**config.mk**
```make
export PLATFORM = sky130hd
export DESIGN_NAME = gpio_subsys_top
export DESIGN_NICKNAME = d
export VERILOG_FILES = /design/src/logic/apb_pkg.sv /design/src/logic/gpio_pkg.sv /design/src/logic/gpio_apb_regs.sv /design/src/logic/gpio_edge_capture.sv /design/src/logic/gpio_event_fifo.sv /design/src/logic/gpio_subsys_top.sv
export SDC_FILE = /design/constraint.sdc
export NUM_CORES = 1
export LEC_CHECK = 0
export BUFFER_PORTS_ARGS = -buffer_cell sky130_fd_sc_hd__buf_2
export CAP_MARGIN = 20
export CELL_PAD_IN_SITES_DETAIL_PLACEMENT = 2
export CELL_PAD_IN_SITES_GLOBAL_PLACEMENT = 2
export CORE_ASPECT_RATIO = 1.1
export CORE_MARGIN = 2
export CORE_UTILIZATION = 39
export DETAILED_ROUTE_END_ITERATION = 16
export GPL_ROUTABILITY_DRIVEN = 0
export PLACE_DENSITY_LB_ADDON = 0.25
export RECOVER_POWER = 100
export SLEW_MARGIN = 20
export SYNTH_ARGS = -nofsm -noshare
export SYNTH_HDL_FRONTEND = slang
export SYNTH_SLANG_ARGS = --single-unit
```
**constraint.sdc**
```tcl
create_clock -name clk -period 7.9 [get_ports clk]
set_clock_uncertainty 0.2 [all_clocks]
set_input_delay 1.185 -clock clk [delete_from_list [all_inputs] [get_ports clk]]
set_output_delay 1.185 -clock clk [all_outputs]
set_load 0.005 [all_outputs]
```
**src/logic/apb_pkg.sv**
```systemverilog
// APB types for the peripheral bus
// address and data words, request and response structs
package apb_pkg;

  ////////////////////////////////////////
  // widths
  ////////////////////////////////////////

  // byte address, enough for one peripheral window
  localparam int ADDR_W = 8;
  localparam int DATA_W = 32;

  typedef logic [ADDR_W-1:0] apb_addr_t;
  typedef logic [DATA_W-1:0] apb_data_t;

  ////////////////////////////////////////
  // bus structs
  ////////////////////////////////////////

  // manager to subordinate
  typedef struct packed {
    logic      psel;
    logic      penable;
    logic      pwrite;
    apb_addr_t paddr;
    apb_data_t pwdata;
  } apb_req_t;

  // subordinate to manager
  typedef struct packed {
    logic      pready;
    apb_data_t prdata;
    logic      pslverr;
  } apb_rsp_t;

endpackage : apb_pkg

```
**src/logic/gpio_pkg.sv**
```systemverilog
// GPIO definitions
// pin widths, event struct, FIFO sizing, register map and field positions
package gpio_pkg;

  ////////////////////////////////////////
  // pins
  ////////////////////////////////////////

  localparam int GPIO_W = 32;
  localparam int PIN_W  = $clog2(GPIO_W);

  // one bit per pin
  typedef logic [GPIO_W-1:0] gpio_vec_t;
  typedef logic [PIN_W-1:0]  pin_idx_t;

  // queued edge, rising is 1 for a rising edge
  typedef struct packed {
    pin_idx_t pin;
    logic     rising;
  } gpio_event_t;

  ////////////////////////////////////////
  // event FIFO
  ////////////////////////////////////////

  localparam int FIFO_DEPTH = 8;
  localparam int FIFO_AW    = $clog2(FIFO_DEPTH);

  typedef logic [FIFO_AW-1:0] fifo_ptr_t;
  // one extra bit so a full FIFO can be counted
  typedef logic [FIFO_AW:0]   fifo_cnt_t;

  ////////////////////////////////////////
  // register map
  ////////////////////////////////////////

  localparam apb_pkg::apb_addr_t REG_OUT     = 8'h00;
  localparam apb_pkg::apb_addr_t REG_OE      = 8'h04;
  localparam apb_pkg::apb_addr_t REG_IN      = 8'h08;
  localparam apb_pkg::apb_addr_t REG_RISE_EN = 8'h0C;
  localparam apb_pkg::apb_addr_t REG_FALL_EN = 8'h10;
  localparam apb_pkg::apb_addr_t REG_EVENT   = 8'h14;
  localparam apb_pkg::apb_addr_t REG_STATUS  = 8'h18;

  // field positions inside REG_EVENT and REG_STATUS
  localparam int EVT_VALID_BIT  = 31;
  localparam int EVT_EDGE_BIT   = 8;
  localparam int STATUS_OVF_BIT = 8;

endpackage : gpio_pkg

```
**src/logic/gpio_apb_regs.sv**
```systemverilog
// GPIO APB register file
// output, enable and mask registers, sticky overflow flag,
// read mux, error decode and event pop on read
`timescale 1ns/1ps

module gpio_apb_regs (
  input  logic                  clk,
  input  logic                  reset,
  // APB
  input  apb_pkg::apb_req_t     apb_req,
  output apb_pkg::apb_rsp_t     apb_rsp,
  // pins
  input  gpio_pkg::gpio_vec_t   sync_in,
  output gpio_pkg::gpio_vec_t   pad_out,
  output gpio_pkg::gpio_vec_t   pad_oe,
  // edge masks to the capture block
  output gpio_pkg::gpio_vec_t   rise_en,
  output gpio_pkg::gpio_vec_t   fall_en,
  // event queue head
  input  logic                  head_valid,
  input  gpio_pkg::gpio_event_t head,
  output logic                  pop,
  // status inputs
  input  gpio_pkg::fifo_cnt_t   count,
  input  logic                  overflow
);

  gpio_pkg::gpio_vec_t out_q;
  gpio_pkg::gpio_vec_t oe_q;
  gpio_pkg::gpio_vec_t rise_en_q;
  gpio_pkg::gpio_vec_t fall_en_q;
  logic                ovf_q;
  apb_pkg::apb_data_t  rdata;
  logic                access;
  logic                mapped;
  logic                read_only;
  logic                wr_ok;
  logic                ovf_clr;

  // access phase, pready is tied high so this is the last cycle
  assign access = apb_req.psel && apb_req.penable;

  ////////////////////////////////////////
  // decode and read mux
  ////////////////////////////////////////

  always_comb begin
    rdata     = '0;
    mapped    = 1'b1;
    read_only = 1'b0;
    case (apb_req.paddr)
      gpio_pkg::REG_OUT:     rdata = out_q;
      gpio_pkg::REG_OE:      rdata = oe_q;
      gpio_pkg::REG_RISE_EN: rdata = rise_en_q;
      gpio_pkg::REG_FALL_EN: rdata = fall_en_q;
      gpio_pkg::REG_IN: begin
        rdata     = sync_in;
        read_only = 1'b1;
      end
      gpio_pkg::REG_EVENT: begin
        read_only = 1'b1;
        // empty queue reads as all zero
        if (head_valid) begin
          rdata[gpio_pkg::EVT_VALID_BIT]   = 1'b1;
          rdata[gpio_pkg::EVT_EDGE_BIT]    = head.rising;
          rdata[gpio_pkg::PIN_W-1:0]       = head.pin;
        end
      end
      gpio_pkg::REG_STATUS: begin
        rdata[gpio_pkg::STATUS_OVF_BIT]           = ovf_q;
        rdata[$bits(gpio_pkg::fifo_cnt_t)-1:0]    = count;
      end
      default: mapped = 1'b0;
    endcase
  end

  assign wr_ok   = access && apb_req.pwrite && mapped && !read_only;
  assign ovf_clr = wr_ok && (apb_req.paddr == gpio_pkg::REG_STATUS) &&
                   apb_req.pwdata[gpio_pkg::STATUS_OVF_BIT];

  // pop on the access cycle of an event read
  assign pop = access && !apb_req.pwrite &&
               (apb_req.paddr == gpio_pkg::REG_EVENT) && head_valid;

  ////////////////////////////////////////
  // response
  ////////////////////////////////////////

  assign apb_rsp.pready  = 1'b1;
  assign apb_rsp.prdata  = (access && !apb_req.pwrite) ? rdata : '0;
  assign apb_rsp.pslverr = access && (!mapped || (apb_req.pwrite && read_only));

  ////////////////////////////////////////
  // writable registers
  ////////////////////////////////////////

  always_ff @(posedge clk) begin
    if (reset) begin
      out_q     <= '0;
      oe_q      <= '0;
      rise_en_q <= '0;
      fall_en_q <= '0;
    end else if (wr_ok) begin
      case (apb_req.paddr)
        gpio_pkg::REG_OUT:     out_q     <= apb_req.pwdata;
        gpio_pkg::REG_OE:      oe_q      <= apb_req.pwdata;
        gpio_pkg::REG_RISE_EN: rise_en_q <= apb_req.pwdata;
        gpio_pkg::REG_FALL_EN: fall_en_q <= apb_req.pwdata;
        // status write only touches the sticky flag
        default: ;
      endcase
    end
  end

  // sticky flag, a new overflow beats the clear
  always_ff @(posedge clk) begin
    if (reset) begin
      ovf_q <= 1'b0;
    end else begin
      ovf_q <= overflow || (ovf_q && !ovf_clr);
    end
  end

  assign pad_out = out_q;
  assign pad_oe  = oe_q;
  assign rise_en = rise_en_q;
  assign fall_en = fall_en_q;

  // manager side protocol
  a_penable_psel : assert property (@(posedge clk) disable iff (reset)
    apb_req.penable |-> apb_req.psel);

endmodule : gpio_apb_regs

```
**src/logic/gpio_edge_capture.sv**
```systemverilog
// GPIO input path
// two-flop synchronizer, edge detection, pending edge masks
// and a lowest-pin-first encoder feeding the event FIFO
`timescale 1ns/1ps

module gpio_edge_capture (
  input  logic                  clk,
  input  logic                  reset,
  // pads and edge masks
  input  gpio_pkg::gpio_vec_t   pad_in,
  input  gpio_pkg::gpio_vec_t   rise_en,
  input  gpio_pkg::gpio_vec_t   fall_en,
  // synchronized input
  output gpio_pkg::gpio_vec_t   sync_in,
  // event stream into the FIFO
  output logic                  evt_valid,
  output gpio_pkg::gpio_event_t evt,
  input  logic                  evt_ready,
  // edge merged into an already pending one
  output logic                  overflow
);

  // synchronizer and previous sample
  gpio_pkg::gpio_vec_t   meta_q;
  gpio_pkg::gpio_vec_t   sync_q;
  gpio_pkg::gpio_vec_t   prev_q;
  // edge detection and pending masks
  gpio_pkg::gpio_vec_t   rise_set;
  gpio_pkg::gpio_vec_t   fall_set;
  gpio_pkg::gpio_vec_t   rise_clr;
  gpio_pkg::gpio_vec_t   fall_clr;
  gpio_pkg::gpio_vec_t   rise_pend;
  gpio_pkg::gpio_vec_t   fall_pend;
  // encoder and stall hold
  gpio_pkg::gpio_event_t enc_evt;
  gpio_pkg::gpio_event_t hold_evt_q;
  logic                  enc_found;
  logic                  hold_q;
  logic                  xfer;

  ////////////////////////////////////////
  // synchronizer
  ////////////////////////////////////////

  always_ff @(posedge clk) begin
    if (reset) begin
      meta_q <= '0;
      sync_q <= '0;
      prev_q <= '0;
    end else begin
      meta_q <= pad_in;
      sync_q <= meta_q;
      prev_q <= sync_q;
    end
  end

  assign sync_in = sync_q;

  // masked edges, one cycle after the synchronized value moves
  assign rise_set = sync_q & ~prev_q & rise_en;
  assign fall_set = ~sync_q & prev_q & fall_en;

  ////////////////////////////////////////
  // pending masks
  ////////////////////////////////////////

  assign xfer = evt_valid && evt_ready;

  // clear only the bit whose event went into the FIFO
  always_comb begin
    rise_clr = '0;
    fall_clr = '0;
    if (xfer) begin
      if (evt.rising) begin
        rise_clr[evt.pin] = 1'b1;
      end else begin
        fall_clr[evt.pin] = 1'b1;
      end
    end
  end

  always_ff @(posedge clk) begin
    if (reset) begin
      rise_pend <= '0;
      fall_pend <= '0;
    end else begin
      // a new edge wins over the clear of the same bit
      rise_pend <= (rise_pend & ~rise_clr) | rise_set;
      fall_pend <= (fall_pend & ~fall_clr) | fall_set;
    end
  end

  // edge lands on a bit that stays pending
  assign overflow = |(rise_set & rise_pend & ~rise_clr) |
                    |(fall_set & fall_pend & ~fall_clr);

  ////////////////////////////////////////
  // priority encoder
  ////////////////////////////////////////

  // walk down so the lowest pin is the last one written
  always_comb begin
    enc_found      = 1'b0;
    enc_evt.pin    = '0;
    enc_evt.rising = 1'b0;
    for (int i = gpio_pkg::GPIO_W - 1; i >= 0; i--) begin
      if (rise_pend[i] || fall_pend[i]) begin
        enc_found      = 1'b1;
        enc_evt.pin    = gpio_pkg::pin_idx_t'(i);
        // rising first when both are pending
        enc_evt.rising = rise_pend[i];
      end
    end
  end

  // offered event is frozen while the FIFO stalls it
  always_ff @(posedge clk) begin
    if (reset) begin
      hold_q <= 1'b0;
    end else begin
      hold_q <= evt_valid && !evt_ready;
    end
  end

  always_ff @(posedge clk) begin
    hold_evt_q <= evt;
  end

  assign evt_valid = hold_q || enc_found;
  assign evt       = hold_q ? hold_evt_q : enc_evt;

  // stalled offer keeps its value until the FIFO takes it
  a_evt_stable : assert property (@(posedge clk) disable iff (reset)
    evt_valid && !evt_ready |=> evt_valid && $stable(evt));

endmodule : gpio_edge_capture

```
**src/logic/gpio_event_fifo.sv**
```systemverilog
// GPIO event FIFO
// circular buffer with occupancy count, push and pop in one cycle allowed
`timescale 1ns/1ps

module gpio_event_fifo (
  input  logic                  clk,
  input  logic                  reset,
  // write side from the edge capture
  input  logic                  evt_valid,
  input  gpio_pkg::gpio_event_t evt,
  output logic                  evt_ready,
  // read side to the register block
  output logic                  head_valid,
  output gpio_pkg::gpio_event_t head,
  input  logic                  pop,
  // occupancy
  output gpio_pkg::fifo_cnt_t   count
);

  gpio_pkg::gpio_event_t mem [gpio_pkg::FIFO_DEPTH];
  gpio_pkg::fifo_ptr_t   wr_ptr;
  gpio_pkg::fifo_ptr_t   rd_ptr;
  gpio_pkg::fifo_cnt_t   cnt_q;
  logic                  push;

  ////////////////////////////////////////
  // flags
  ////////////////////////////////////////

  assign evt_ready  = cnt_q != gpio_pkg::fifo_cnt_t'(gpio_pkg::FIFO_DEPTH);
  assign head_valid = cnt_q != '0;
  assign push       = evt_valid && evt_ready;
  assign count      = cnt_q;

  // payload storage
  always_ff @(posedge clk) begin
    if (push) begin
      mem[wr_ptr] <= evt;
    end
  end

  assign head = mem[rd_ptr];

  // pointers wrap on their own since the depth is a power of two
  always_ff @(posedge clk) begin
    if (reset) begin
      wr_ptr <= '0;
      rd_ptr <= '0;
      cnt_q  <= '0;
    end else begin
      if (push) begin
        wr_ptr <= wr_ptr + 1'b1;
      end
      if (pop) begin
        rd_ptr <= rd_ptr + 1'b1;
      end
      case ({push, pop})
        2'b10:   cnt_q <= cnt_q + 1'b1;
        2'b01:   cnt_q <= cnt_q - 1'b1;
        default: cnt_q <= cnt_q;
      endcase
    end
  end

  // register block only pops a valid head
  a_no_pop_empty : assert property (@(posedge clk) disable iff (reset)
    pop |-> head_valid);

  a_cnt_bound : assert property (@(posedge clk) disable iff (reset)
    cnt_q <= gpio_pkg::fifo_cnt_t'(gpio_pkg::FIFO_DEPTH));

endmodule : gpio_event_fifo

```
**src/logic/gpio_subsys_top.sv**
```systemverilog
// GPIO subsystem top
// edge capture into the event FIFO, drained by the APB register block
`timescale 1ns/1ps

module gpio_subsys_top (
  input  logic                clk,
  input  logic                reset,
  // APB
  input  apb_pkg::apb_req_t   apb_req,
  output apb_pkg::apb_rsp_t   apb_rsp,
  // pads, tristate handled outside
  input  gpio_pkg::gpio_vec_t pad_in,
  output gpio_pkg::gpio_vec_t pad_out,
  output gpio_pkg::gpio_vec_t pad_oe
);

  // capture to registers
  gpio_pkg::gpio_vec_t   sync_in;
  gpio_pkg::gpio_vec_t   rise_en;
  gpio_pkg::gpio_vec_t   fall_en;
  logic                  overflow;
  // capture to FIFO
  logic                  evt_valid;
  logic                  evt_ready;
  gpio_pkg::gpio_event_t evt;
  // FIFO to registers
  logic                  head_valid;
  gpio_pkg::gpio_event_t head;
  logic                  pop;
  gpio_pkg::fifo_cnt_t   count;

  ////////////////////////////////////////
  // producer, buffer, consumer
  ////////////////////////////////////////

  gpio_edge_capture u_capture (
    .clk       (clk),
    .reset     (reset),
    .pad_in    (pad_in),
    .rise_en   (rise_en),
    .fall_en   (fall_en),
    .sync_in   (sync_in),
    .evt_valid (evt_valid),
    .evt       (evt),
    .evt_ready (evt_ready),
    .overflow  (overflow)
  );

  gpio_event_fifo u_fifo (
    .clk        (clk),
    .reset      (reset),
    .evt_valid  (evt_valid),
    .evt        (evt),
    .evt_ready  (evt_ready),
    .head_valid (head_valid),
    .head       (head),
    .pop        (pop),
    .count      (count)
  );

  gpio_apb_regs u_regs (
    .clk        (clk),
    .reset      (reset),
    .apb_req    (apb_req),
    .apb_rsp    (apb_rsp),
    .sync_in    (sync_in),
    .pad_out    (pad_out),
    .pad_oe     (pad_oe),
    .rise_en    (rise_en),
    .fall_en    (fall_en),
    .head_valid (head_valid),
    .head       (head),
    .pop        (pop),
    .count      (count),
    .overflow   (overflow)
  );

endmodule : gpio_subsys_top

```
==> results.json, run 1 <==
{
  "status": "finished, violations left",
  "violations": "capacitance limit, slew limit",
  "crit_fanout": 21,
  "synth_area_um2": 15200,
  "coreArea_um2": 38300,
  "ys_ff_latch": 357,
  "drv_cap": 11,
  "clk_pin_slew_ps": 60,
  "regArea_um2": 7630,
  "irDropWorstVdd_mv": 0.153,
  "leakage_nw": 5.91,
  "startpoint_type": "input pin",
  "grt_max_degree": 163,
  "cts_buffers": 41,
  "synth_nets": 1778,
  "io_buffers": 173,
  "yosysTopAreaCell": "dfxtp_1",
  "multi_input_area_um2": 7070,
  "nNetsFinal": 1907,
  "dieArea_um2": 40700,
  "max_freq_ghz": 0.151,
  "ys.flop_type": "dfxtp_1",
  "die_w_um": 192,
  "cp_slowest_cell": "and2_0",
  "num_vias": 14400,
  "htree_num_levels": 2,
  "finalWirelength_um": 64600,
  "antenna_left": 0,
  "crit_chain": "buf_2 > or4_1 > nor2_1 > inv_1 > nor2_1 > and2_0 > clkbuf_1 > a22oi_1 > a21oi_1 > clkbuf_1",
  "die_h_um": 211,
  "fin_setup_tns_ps": 0,
  "track_usage_pct": 31.8,
  "layout_commonest_cell": "dfxtp_1",
  "synth_area_per_cell_um2": 8.99,
  "start_util_pct": 39.8,
  "insertion_delay_ps": 580,
  "synth_top_family_by_area": "simple AND/OR/NAND/NOR gates",
  "drc": 0,
  "grt_pass1_wl_um": 97100,
  "dp_hpwl_um": 43400,
  "viasPerCell": 6.12,
  "fillers": 4173,
  "end_kind": "primary output",
  "yosys.area_share.simple_pct": 23.6,
  "final_area_um2": 17700,
  "period_share_pct": 84.0,
  "wl_per_cell_um": 27.4,
  "rows": 75,
  "synth-compound-area-share_pct": 18.7,
  "synth_mux_area_share_pct": 3.33,
  "worst-setup-path-type": "input pin to primary output",
  "cts_setup_buffers": 0,
  "p_per_area_nw_per_um2": 221,
  "critPathMaxStageDelay_ps": 1460,
  "worst_ep_required_time_ps": 6510,
  "worstMarginPinSlew_ps": 3380,
  "io-pin-count": 175,
  "async_flop_share_pct": 0,
  "synth_edf_count": 48,
  "final_hold_viol_count": 0,
  "placed_area_um2": 16500,
  "cts_resized": 0,
  "synth_fa_ha_area_share_pct": 0.542,
  "diodes": 0,
  "slew_headroom_pct": -125,
  "grt_setup_unrepaired": "false",
  "synth_xor_area_share_pct": 0.402,
  "grt_pass1_vias": 15700,
  "synth_top_area_share_pct": 40.6,
  "ys.warnings.count": 0,
  "worstHoldPathType": "register to register",
  "seq_area_frac_synth_pct": 50.1,
  "final_cell_mix": "309 x dfxtp_1, 300 x nand2_1, 219 x a21oi_1",
  "clockBufferDepth": 3,
  "clock-sinks": 357,
  "grt-ovfl-total": 0,
  "synth_cell_type_count": 87,
  "arrival_ps": 5250,
  "drt_pass1_iterations": 5,
  "postCtsHoldBufs": 0,
  "drive_above_1_share_pct": 12.1,
  "area_growth_pct": 16.0,
  "finalSetupViolCount": 0,
  "drt_iter0_drc": 1096,
  "root_buffer": "clkbuf_16",
  "grt_antenna_before_repair": 1,
  "tritoncts": "built",
  "final_max_slew_viol_count": 356,
  "fin_crit_ps": 6630,
  "synthCells": 1695,
  "synth.area.top_cells": "dfxtp_1 41%, edfxtp_1 9.5%, nand2_1 7.4%"
}
## cell type report
cell class | instances | share of cell area (%)
repair buffers | 191 | 5.04
inverters | 25 | 0.531
multi-input cells | 1208 | 40.0
clock inverters | 16 | 0.680
clock buffers | 60 | 6.98
flip-flops and latches | 357 | 43.2
well taps | 500 | 3.54
## cells by family (layout without fill, tap and decap cells)
group	count (synthesis)	in the layout
AO/OA/AOI/OAI	443	443
XOR/XNOR	7	7
adder cells (fa/ha/maj)	6	6
buffers and inverters	130	292
flip-flops	357	357
multiplexers	34	34
other	1	1
AND/OR/NAND/NOR	717	717
## cells in the mapped netlist, drive strengths merged (8+ instances only)
cell / count
buf: 11
mux2i: 17
a21oi: 219
nand3b: 52
a221oi: 17
or2: 9
inv: 25
nand3: 14
nor2b: 106
nor2: 121
nor4: 27
nand2b: 8
o21ai: 49
nand4: 8
or3: 9
clkbuf: 94
a222oi: 14
nand2: 301
o31ai: 12
nor3: 21
a22oi: 29
mux4: 13
edfxtp: 48
or4: 8
dfxtp: 309
o22ai: 9
o41a: 10
o41ai: 19
## layer usage
metal	GRT usage, %	vias to the layer above	wire length, um
li1	-	6341	-
met1	39.3	7439	26400
met2	53.8	488	31600
met3	6.63	153	4080
met4	12.9	0	2540
met5	0	-	0
## stage by stage
step	power (mW)	setup WS (ps)	std cells	hold WS, ps	utilization, %
finish	3.91	1270	2357	239	46.1
global route	4.00	1110	2357	263	46.1
CTS	3.93	1790	2357	243	46.6
detailed placement	2.00	1830	2281	229	43.1
global placement	1.99	2060	2281	216	43.1
floorplan	1.95	3210	1695	214	-
## final timing paths
| check | start | to | slack (ps) | depth (start not counted) |
|---|---|---|---|---|
| min | u_capture.meta_q[2] | u_capture.sync_in[2] | 240 | 1 |
| max reg2reg | u_capture.rise_pend[30] | u_regs.ovf_q | 1790 | 11 |
| min reg2reg | u_capture.meta_q[2] | u_capture.sync_in[2] | 240 | 1 |
| max | apb_req[32] | apb_rsp[25] | 1270 | 10 |
## worst max-delay path: cells and delay by family
kind / cells / cell delay (ps)
buffers and inverters: 4 / 800
AOI/OAI and AO/OA: 2 / 350
and+or+nand+nor: 4 / 2880
## state kept, by name, indices dropped and copies added, names as in the netlist, 3 cells and up, named ones only
signal,flops
u_capture.fall_pend,32
u_capture.hold_evt_q,6
u_capture.meta_q,32
u_capture.prev_q,32
u_capture.rise_pend,32
u_capture.sync_in,32
u_fifo.count,4
u_fifo.mem,48
u_fifo.rd_ptr,3
u_fifo.wr_ptr,3
u_regs.fall_en,32
u_regs.pad_oe,32
u_regs.pad_out,32
u_regs.rise_en,32
## power by group
group          switching [mW]  internal [mW]  total, mW
sequential             0.0130           1.85       1.87
clock                   0.827           1.12       1.95
combinational          0.0605         0.0331     0.0936
total                   0.900           3.01       3.91
(Power assumes the default switching activity.)
==> run 2: changes to the inputs <==
--- a/config.mk
+++ b/config.mk
@@ -5,13 +5,14 @@
 export SDC_FILE = /design/constraint.sdc
 export NUM_CORES = 1
 export LEC_CHECK = 0
+export ABC_AREA = 1
 export BUFFER_PORTS_ARGS = -buffer_cell sky130_fd_sc_hd__buf_2
 export CAP_MARGIN = 20
 export CELL_PAD_IN_SITES_DETAIL_PLACEMENT = 2
 export CELL_PAD_IN_SITES_GLOBAL_PLACEMENT = 2
 export CORE_ASPECT_RATIO = 1.1
 export CORE_MARGIN = 2
-export CORE_UTILIZATION = 39
+export CORE_UTILIZATION = 34
 export DETAILED_ROUTE_END_ITERATION = 16
 export GPL_ROUTABILITY_DRIVEN = 0
 export PLACE_DENSITY_LB_ADDON = 0.25
==> constraint.sdc (replaced) <==
create_clock -name clk -period 6.41 [get_ports clk]
set_clock_uncertainty 0.2 [all_clocks]
set_input_delay 0.9615 -clock clk [delete_from_list [all_inputs] [get_ports clk]]
set_output_delay 0.9615 -clock clk [all_outputs]
set_load 0.005 [all_outputs]
==> run 2 against run 1 <==
The flow still finishes with violations (capacitance limit, slew limit); combinational power increased by 23%; clock power rose by 32%; global-route usage down 6.3 points; sequential power up 23%; sequential cell count unchanged; hold slack lost 38 ps; final cell count grew 19%; total power grew 28%; synthesized cell count is 21% higher; wire length is 8.8% lower; largest power group unchanged.
==> results.json, run 2 <==
{
  "status": "finished, violations left",
  "violations": "capacitance limit, slew limit",
  "arrival_ps": 5870,
  "synth_top_family_by_area": "simple AND/OR/NAND/NOR gates",
  "netSwitchingFraction_pct": 21.8,
  "synth_area_um2": 15300,
  "rows": 81,
  "worstHoldPathType": "register to register",
  "async_flop_share_pct": 0,
  "synth_fa_ha_area_share_pct": 0.540,
  "yosysMostFrequentCell": "nor2_1",
  "area_growth_pct": 18.3,
  "synth_area_per_cell_um2": 7.47,
  "nNetsFinal": 2277,
  "critPathMaxStageDelay_ps": 1020,
  "yosys.area_share.simple_pct": 25.0,
  "grt_antenna_before_repair": 2,
  "drt_pass1_iterations": 5,
  "path_buf_inv": 0,
  "leakage_nw": 6.98,
  "synth_mux_area_share_pct": 0.196,
  "max_freq_ghz": 0.177,
  "grt_pass1_vias": 15700,
  "grt_max_degree": 208,
  "synthCells": 2047,
  "start_util_pct": 34.4,
  "drive_above_1_share_pct": 8.49,
  "synth_xor_area_share_pct": 0.0573,
  "switching_power_mw": 1.09,
  "drv_cap": 1,
  "root_buffer": "clkbuf_16",
  "grt_pass1_wl_um": 90900,
  "clockBufferDepth": 3,
  "synth.area.top_cells": "dfxtp_1 40%, nor2_1 11%, edfxtp_1 9.4%",
  "ff2ff_path_depth": 40,
  "tritoncts": "built",
  "synth_cell_type_count": 47,
  "end_kind": "register",
  "die_w_um": 206,
  "synth_common_cells": "451 x nor2_1, 366 x nand2_1, 309 x dfxtp_1",
  "placed_area_um2": 16700,
  "critical_path.most_common_cell": "nand2_1",
  "fin_crit_ps": 5650,
  "p_int_mw": 3.90,
  "coreArea_um2": 44400,
  "period_share_pct": 88.1,
  "clock-sinks": 357,
  "dieArea_um2": 46700,
  "seq_area_frac_synth_pct": 49.9,
  "insertion_delay_ps": 570,
  "yosysTopAreaCell": "dfxtp_1",
  "cp_slowest_cell": "o21ai_0",
  "final_max_slew_viol_count": 95,
  "whs_path_depth": 2,
  "final_area_um2": 18100,
  "cts_buffers": 41,
  "num_vias": 14600,
  "track_usage_pct": 25.5,
  "io_buffers": 173,
  "drt_iter0_drc": 589,
  "cp_num_cells": 40,
  "cp_top_family": "simple AND/OR/NAND/NOR gates",
  "synth_nets": 2130,
  "combPwrFrac_pct": 2.3,
  "worst-setup-path-type": "register to register",
  "ys.warnings.count": 0,
  "slew_headroom_pct": -188,
  "worst_ep_required_time_ps": 6630,
  "grt_setup_unrepaired": "false",
  "p_clk_share_pct": 51.6,
  "p_per_area_nw_per_um2": 276,
  "die_h_um": 226,
  "largest_reg_flops": 48,
  "ys_ff_latch": 357,
  "final_hold_viol_count": 0,
  "layout_commonest_cell": "nor2_1",
  "antenna_left": 0,
  "irDropWorstVdd_mv": 0.185,
  "io-pin-count": 175,
  "largest-register": "u_fifo.mem",
  "finalWirelength_um": 58900,
  "finalSetupViolCount": 0,
  "startpoint_type": "register",
  "final_cell_mix": "449 x nor2_1, 371 x nand2_1, 309 x dfxtp_1",
  "crit_fanout": 13,
  "drc": 0,
  "synth-compound-area-share_pct": 15.1,
  "ys.flop_type": "dfxtp_1",
  "fin_setup_tns_ps": 0,
  "fillers": 5231,
  "pwr-share-seq_pct": 46.1,
  "grt-ovfl-total": 0,
  "cts_setup_buffers": 0,
  "clk_pin_slew_ps": 60,
  "dp_hpwl_um": 42200,
  "worstMarginPinSlew_ps": 4330,
  "synth_top_area_share_pct": 40.5,
  "wl_per_cell_um": 21.0,
  "htree_num_levels": 2,
  "synth_edf_count": 48,
  "viasPerCell": 5.19
}
-- run 2: cell types whose count changed in the layout (fill, tap and decap cells not counted), moves of 28 or more --
cell      previous run  this run
nand3_1             14        81
nor2_1             121       449
inv_1               25       277
nand3b_1            52         3
a211oi_1             7       133
a21oi_1            219       109
nor2b_1            106         0
a22oi_1             29         1
nand2_1            300       371
-- run 2: timing repair --
action                     CTS  global route
hold buffers                 0             0
setup endpoints to repair    0             1
gates resized for setup      0             6
-- run 2: cell families (layout without fill, tap and decap cells) --
group / count (synthesis) / in the layout
compound gates: 352 / 352
other cells: 1 / 3
fa+ha+maj: 6 / 6
xor+xnor: 1 / 1
buf+inv: 368 / 547
flops: 357 / 357
simple gates: 959 / 959
mux: 3 / 3
-- run 2: per-layer routing --
layer  vias to the layer above  wire (um)  global-route usage (%)
li1                       6973          -                       -
met1                      7225      26400                    32.8
met2                       273      28600                    43.8
met3                        95       2340                    4.27
met4                         0       1500                    7.24
met5                         -          0                       0
-- run 2: cell type report --
cell class | instances | area (um2) | share of cell area, %
Antenna cell | 2 | 5.00 | 0.0277
Clock buffer | 60 | 1270 | 7.03
Clock inverter | 15 | 210 | 1.16
Inverter | 283 | 1070 | 5.94
Multi-Input combinational cell | 1322 | 6280 | 34.7
Sequential cell | 357 | 7630 | 42.2
Tap cell | 581 | 727 | 4.02
Timing Repair Buffer | 189 | 888 | 4.91
-- run 2: worst min-delay path, stage by stage, from the launching register on --
cell and delay [ps]:
dfxtp_1 290, inv_1 40, nor2_1 30
-- run 2: worst paths after layout --
path	slack (ps)	to	from
hold / removal	200	u_capture.sync_in[26]	u_capture.meta_q[26]
setup reg to reg	760	u_regs.ovf_q	u_capture.fall_pend[31]
setup / recovery	760	u_regs.ovf_q	u_capture.fall_pend[31]
hold reg to reg	200	u_capture.sync_in[26]	u_capture.meta_q[26]
-- run 2: power by group through the flow --
stage               registers, mW  logic, mW  clock network (mW)
floorplan                    2.34     0.0634                   0
global placement             2.34      0.112                   0
detailed placement           2.34      0.116                   0
CTS                          2.30      0.117                2.62
global route                 2.30      0.130                2.71
finish                       2.30      0.115                2.57
-- run 2: through the flow --
step           worst slack (ps)  hold slack (ps)  power, mW  utilization, %  std cells
6_report                    763              201       4.99            40.8       2809
5_1_grt                    25.1              220       5.13            40.7       2807
4_1_cts                     673              205       5.03            41.0       2807
3_5_place_dp                793              199       2.46            37.7       2732
3_3_place_gp                959              191       2.46            37.7       2732
2_1_floorplan              2110              188       2.40               -       2047
==> run 3: changes to the inputs <==
--- a/config.mk
+++ b/config.mk
@@ -10,7 +10,6 @@
 export CAP_MARGIN = 20
 export CELL_PAD_IN_SITES_DETAIL_PLACEMENT = 2
 export CELL_PAD_IN_SITES_GLOBAL_PLACEMENT = 2
-export CORE_ASPECT_RATIO = 1.1
 export CORE_MARGIN = 2
 export CORE_UTILIZATION = 34
 export DETAILED_ROUTE_END_ITERATION = 16
==> run 3 against run 2 <==
The flow still finishes with violations (capacitance limit, slew limit); global-route usage fell by 0.75 points; critical endpoint unchanged; combinational power hardly changed; utilization fell by 0.40 points; clock-buffer cell count is 2 lower; largest power group unchanged; via count down 0.23%; wire length decreased by 1.6%.
==> results.json, run 3 (same netlist as run 2, synthesis figures left out) <==
{
  "clock-sinks": 357,
  "violations": "capacitance limit, slew limit",
  "max_freq_ghz": 0.177,
  "final_core_util_pct": 40.4,
  "grt_max_degree": 163,
  "clk_pin_slew_ps": 60,
  "root_buffer": "clkbuf_16",
  "cp_num_cells": 40,
  "drive_above_1_share_pct": 7.99,
  "period_share_pct": 88.4,
  "tritoncts": "built",
  "htree_num_levels": 2,
  "startpoint_type": "register",
  "cts_buffers": 41,
  "crit_fanout": 13,
  "die_w_um": 216,
  "insertion_delay_ps": 570,
  "finalSetupViolCount": 0,
  "status": "finished, violations left",
  "p_per_area_nw_per_um2": 266,
  "largest_reg_flops": 48,
  "irDropWorstVdd_mv": 0.161,
  "area_growth_pct": 17.0,
  "fin_crit_ps": 5660,
  "final_cell_mix": "447 x nor2_1, 371 x nand2_1, 309 x dfxtp_1",
  "grt_pass1_wl_um": 90700,
  "worst-setup-path-type": "register to register",
  "io-pin-count": 175,
  "grt_setup_unrepaired": "false",
  "final_max_slew_viol_count": 263,
  "worst_ep_required_time_ps": 6620,
  "coreArea_um2": 44300,
  "place_inst": 2740,
  "final_hold_viol_count": 0,
  "holdWs_ps": 204,
  "grt_pass1_vias": 15800,
  "fillers": 5253,
  "r2r-end": "u_regs.ovf_q",
  "antenna_left": 0,
  "wl_per_cell_um": 20.6,
  "arrival_ps": 5880,
  "rr_startpoint": "u_capture.fall_pend[31]",
  "reg2reg_slack_ps": 750,
  "num_vias": 14500,
  "largest-register": "u_fifo.mem",
  "critPathMaxStageDelay_ps": 980,
  "nNetsFinal": 2274,
  "dieArea_um2": 46700,
  "cp_slowest_cell": "o21ai_0",
  "critical_path.most_common_cell": "nand2_1",
  "viasPerCell": 5.18,
  "worstHoldPathType": "register to register",
  "track_usage_pct": 24.7,
  "grt-ovfl-total": 0,
  "leakage_nw": 6.87,
  "ff2ff_path_depth": 40,
  "finalWirelength_um": 58000,
  "drt_iter0_drc": 616,
  "end_kind": "register",
  "grt_antenna_before_repair": 0,
  "path_buf_inv": 0,
  "dp_hpwl_um": 41700,
  "drt_pass1_iterations": 5,
  "io_buffers": 173,
  "die_h_um": 216,
  "slew_headroom_pct": -136,
  "startpoint": "u_capture.fall_pend[31]",
  "rows": 77,
  "crit_end": "u_regs.ovf_q",
  "start_util_pct": 34.5,
  "cts_setup_buffers": 0,
  "drv_cap": 4,
  "fin_cells": 2808,
  "diodes": 0,
  "fin_setup_tns_ps": 0,
  "clockBufferDepth": 3,
  "worstMarginPinSlew_ps": 3540,
  "layout_commonest_cell": "nor2_1",
  "cp_top_family": "simple AND/OR/NAND/NOR gates",
  "drc": 0
}
==> run 3: what timing repair did <==
| action | CTS | global route |
|---|---|---|
| hold buffers | 0 | 0 |
| setup endpoints to repair | 0 | 1 |
| gates resized for setup | 0 | 5 |
==> run 3: power by group <==
group	leakage (nW)	internal (mW)	switching [mW]
clock	0.640	1.40	0.954
sequential	2.95	2.29	0.0109
combinational	3.28	0.0311	0.0829
==> run 3: per-layer routing <==
layer,routed length [um],GRT usage [%],vias to the layer above
met1,27500,33.7,7304
met3,1680,2.67,62
met4,880,5.41,0
met2,27900,42.3,218
li1,-,-,6949
met5,0,0,-
==> run 3: through the flow <==
step / cell area (um2) / total power [mW] / setup WS, ps
floorplan: 15300 / 2.40 / 2110
global placement: 16700 / 2.45 / 762
detailed placement: 16700 / 2.46 / 593
CTS: 18000 / 4.81 / 502
global route: 17900 / 4.92 / 12.1
finish: 17900 / 4.76 / 745
==> run 3: area by class of cell <==
| class | count | area [um2] | area share (%) |
|---|---|---|---|
| tap | 592 | 741 | 4.14 |
| clock buffer | 58 | 1180 | 6.61 |
| clock inverter | 10 | 129 | 0.721 |
| sequential | 357 | 7630 | 42.6 |
| timing repair buffer | 186 | 851 | 4.76 |
| multi-input combinational | 1322 | 6280 | 35.1 |
| inverter | 283 | 1070 | 6.01 |
==> run 3: tightest hold or removal path, cell delays in order, from the launching register on <==
cell	delay [ps]
dfxtp_1	290
inv_1	40
nor2_1	30
==> run 3: how the worst min path moves through the flow <==
| stage | start | end | slack [ps] | cells after the start |
|---|---|---|---|---|
| 4_1_cts | u_capture.meta_q[20] | u_capture.sync_in[20] | 210 | 2 |
| 3_3_place_gp | u_capture.meta_q[23] | u_capture.sync_in[23] | 190 | 2 |
| 6_report | u_capture.meta_q[10] | u_capture.sync_in[10] | 200 | 2 |
| 2_1_floorplan | u_capture.meta_q[0] | u_capture.sync_in[0] | 190 | 2 |
| 5_1_grt | u_capture.meta_q[3] | u_capture.sync_in[3] | 220 | 2 |
| 3_5_place_dp | u_capture.meta_q[20] | u_capture.sync_in[20] | 200 | 2 |
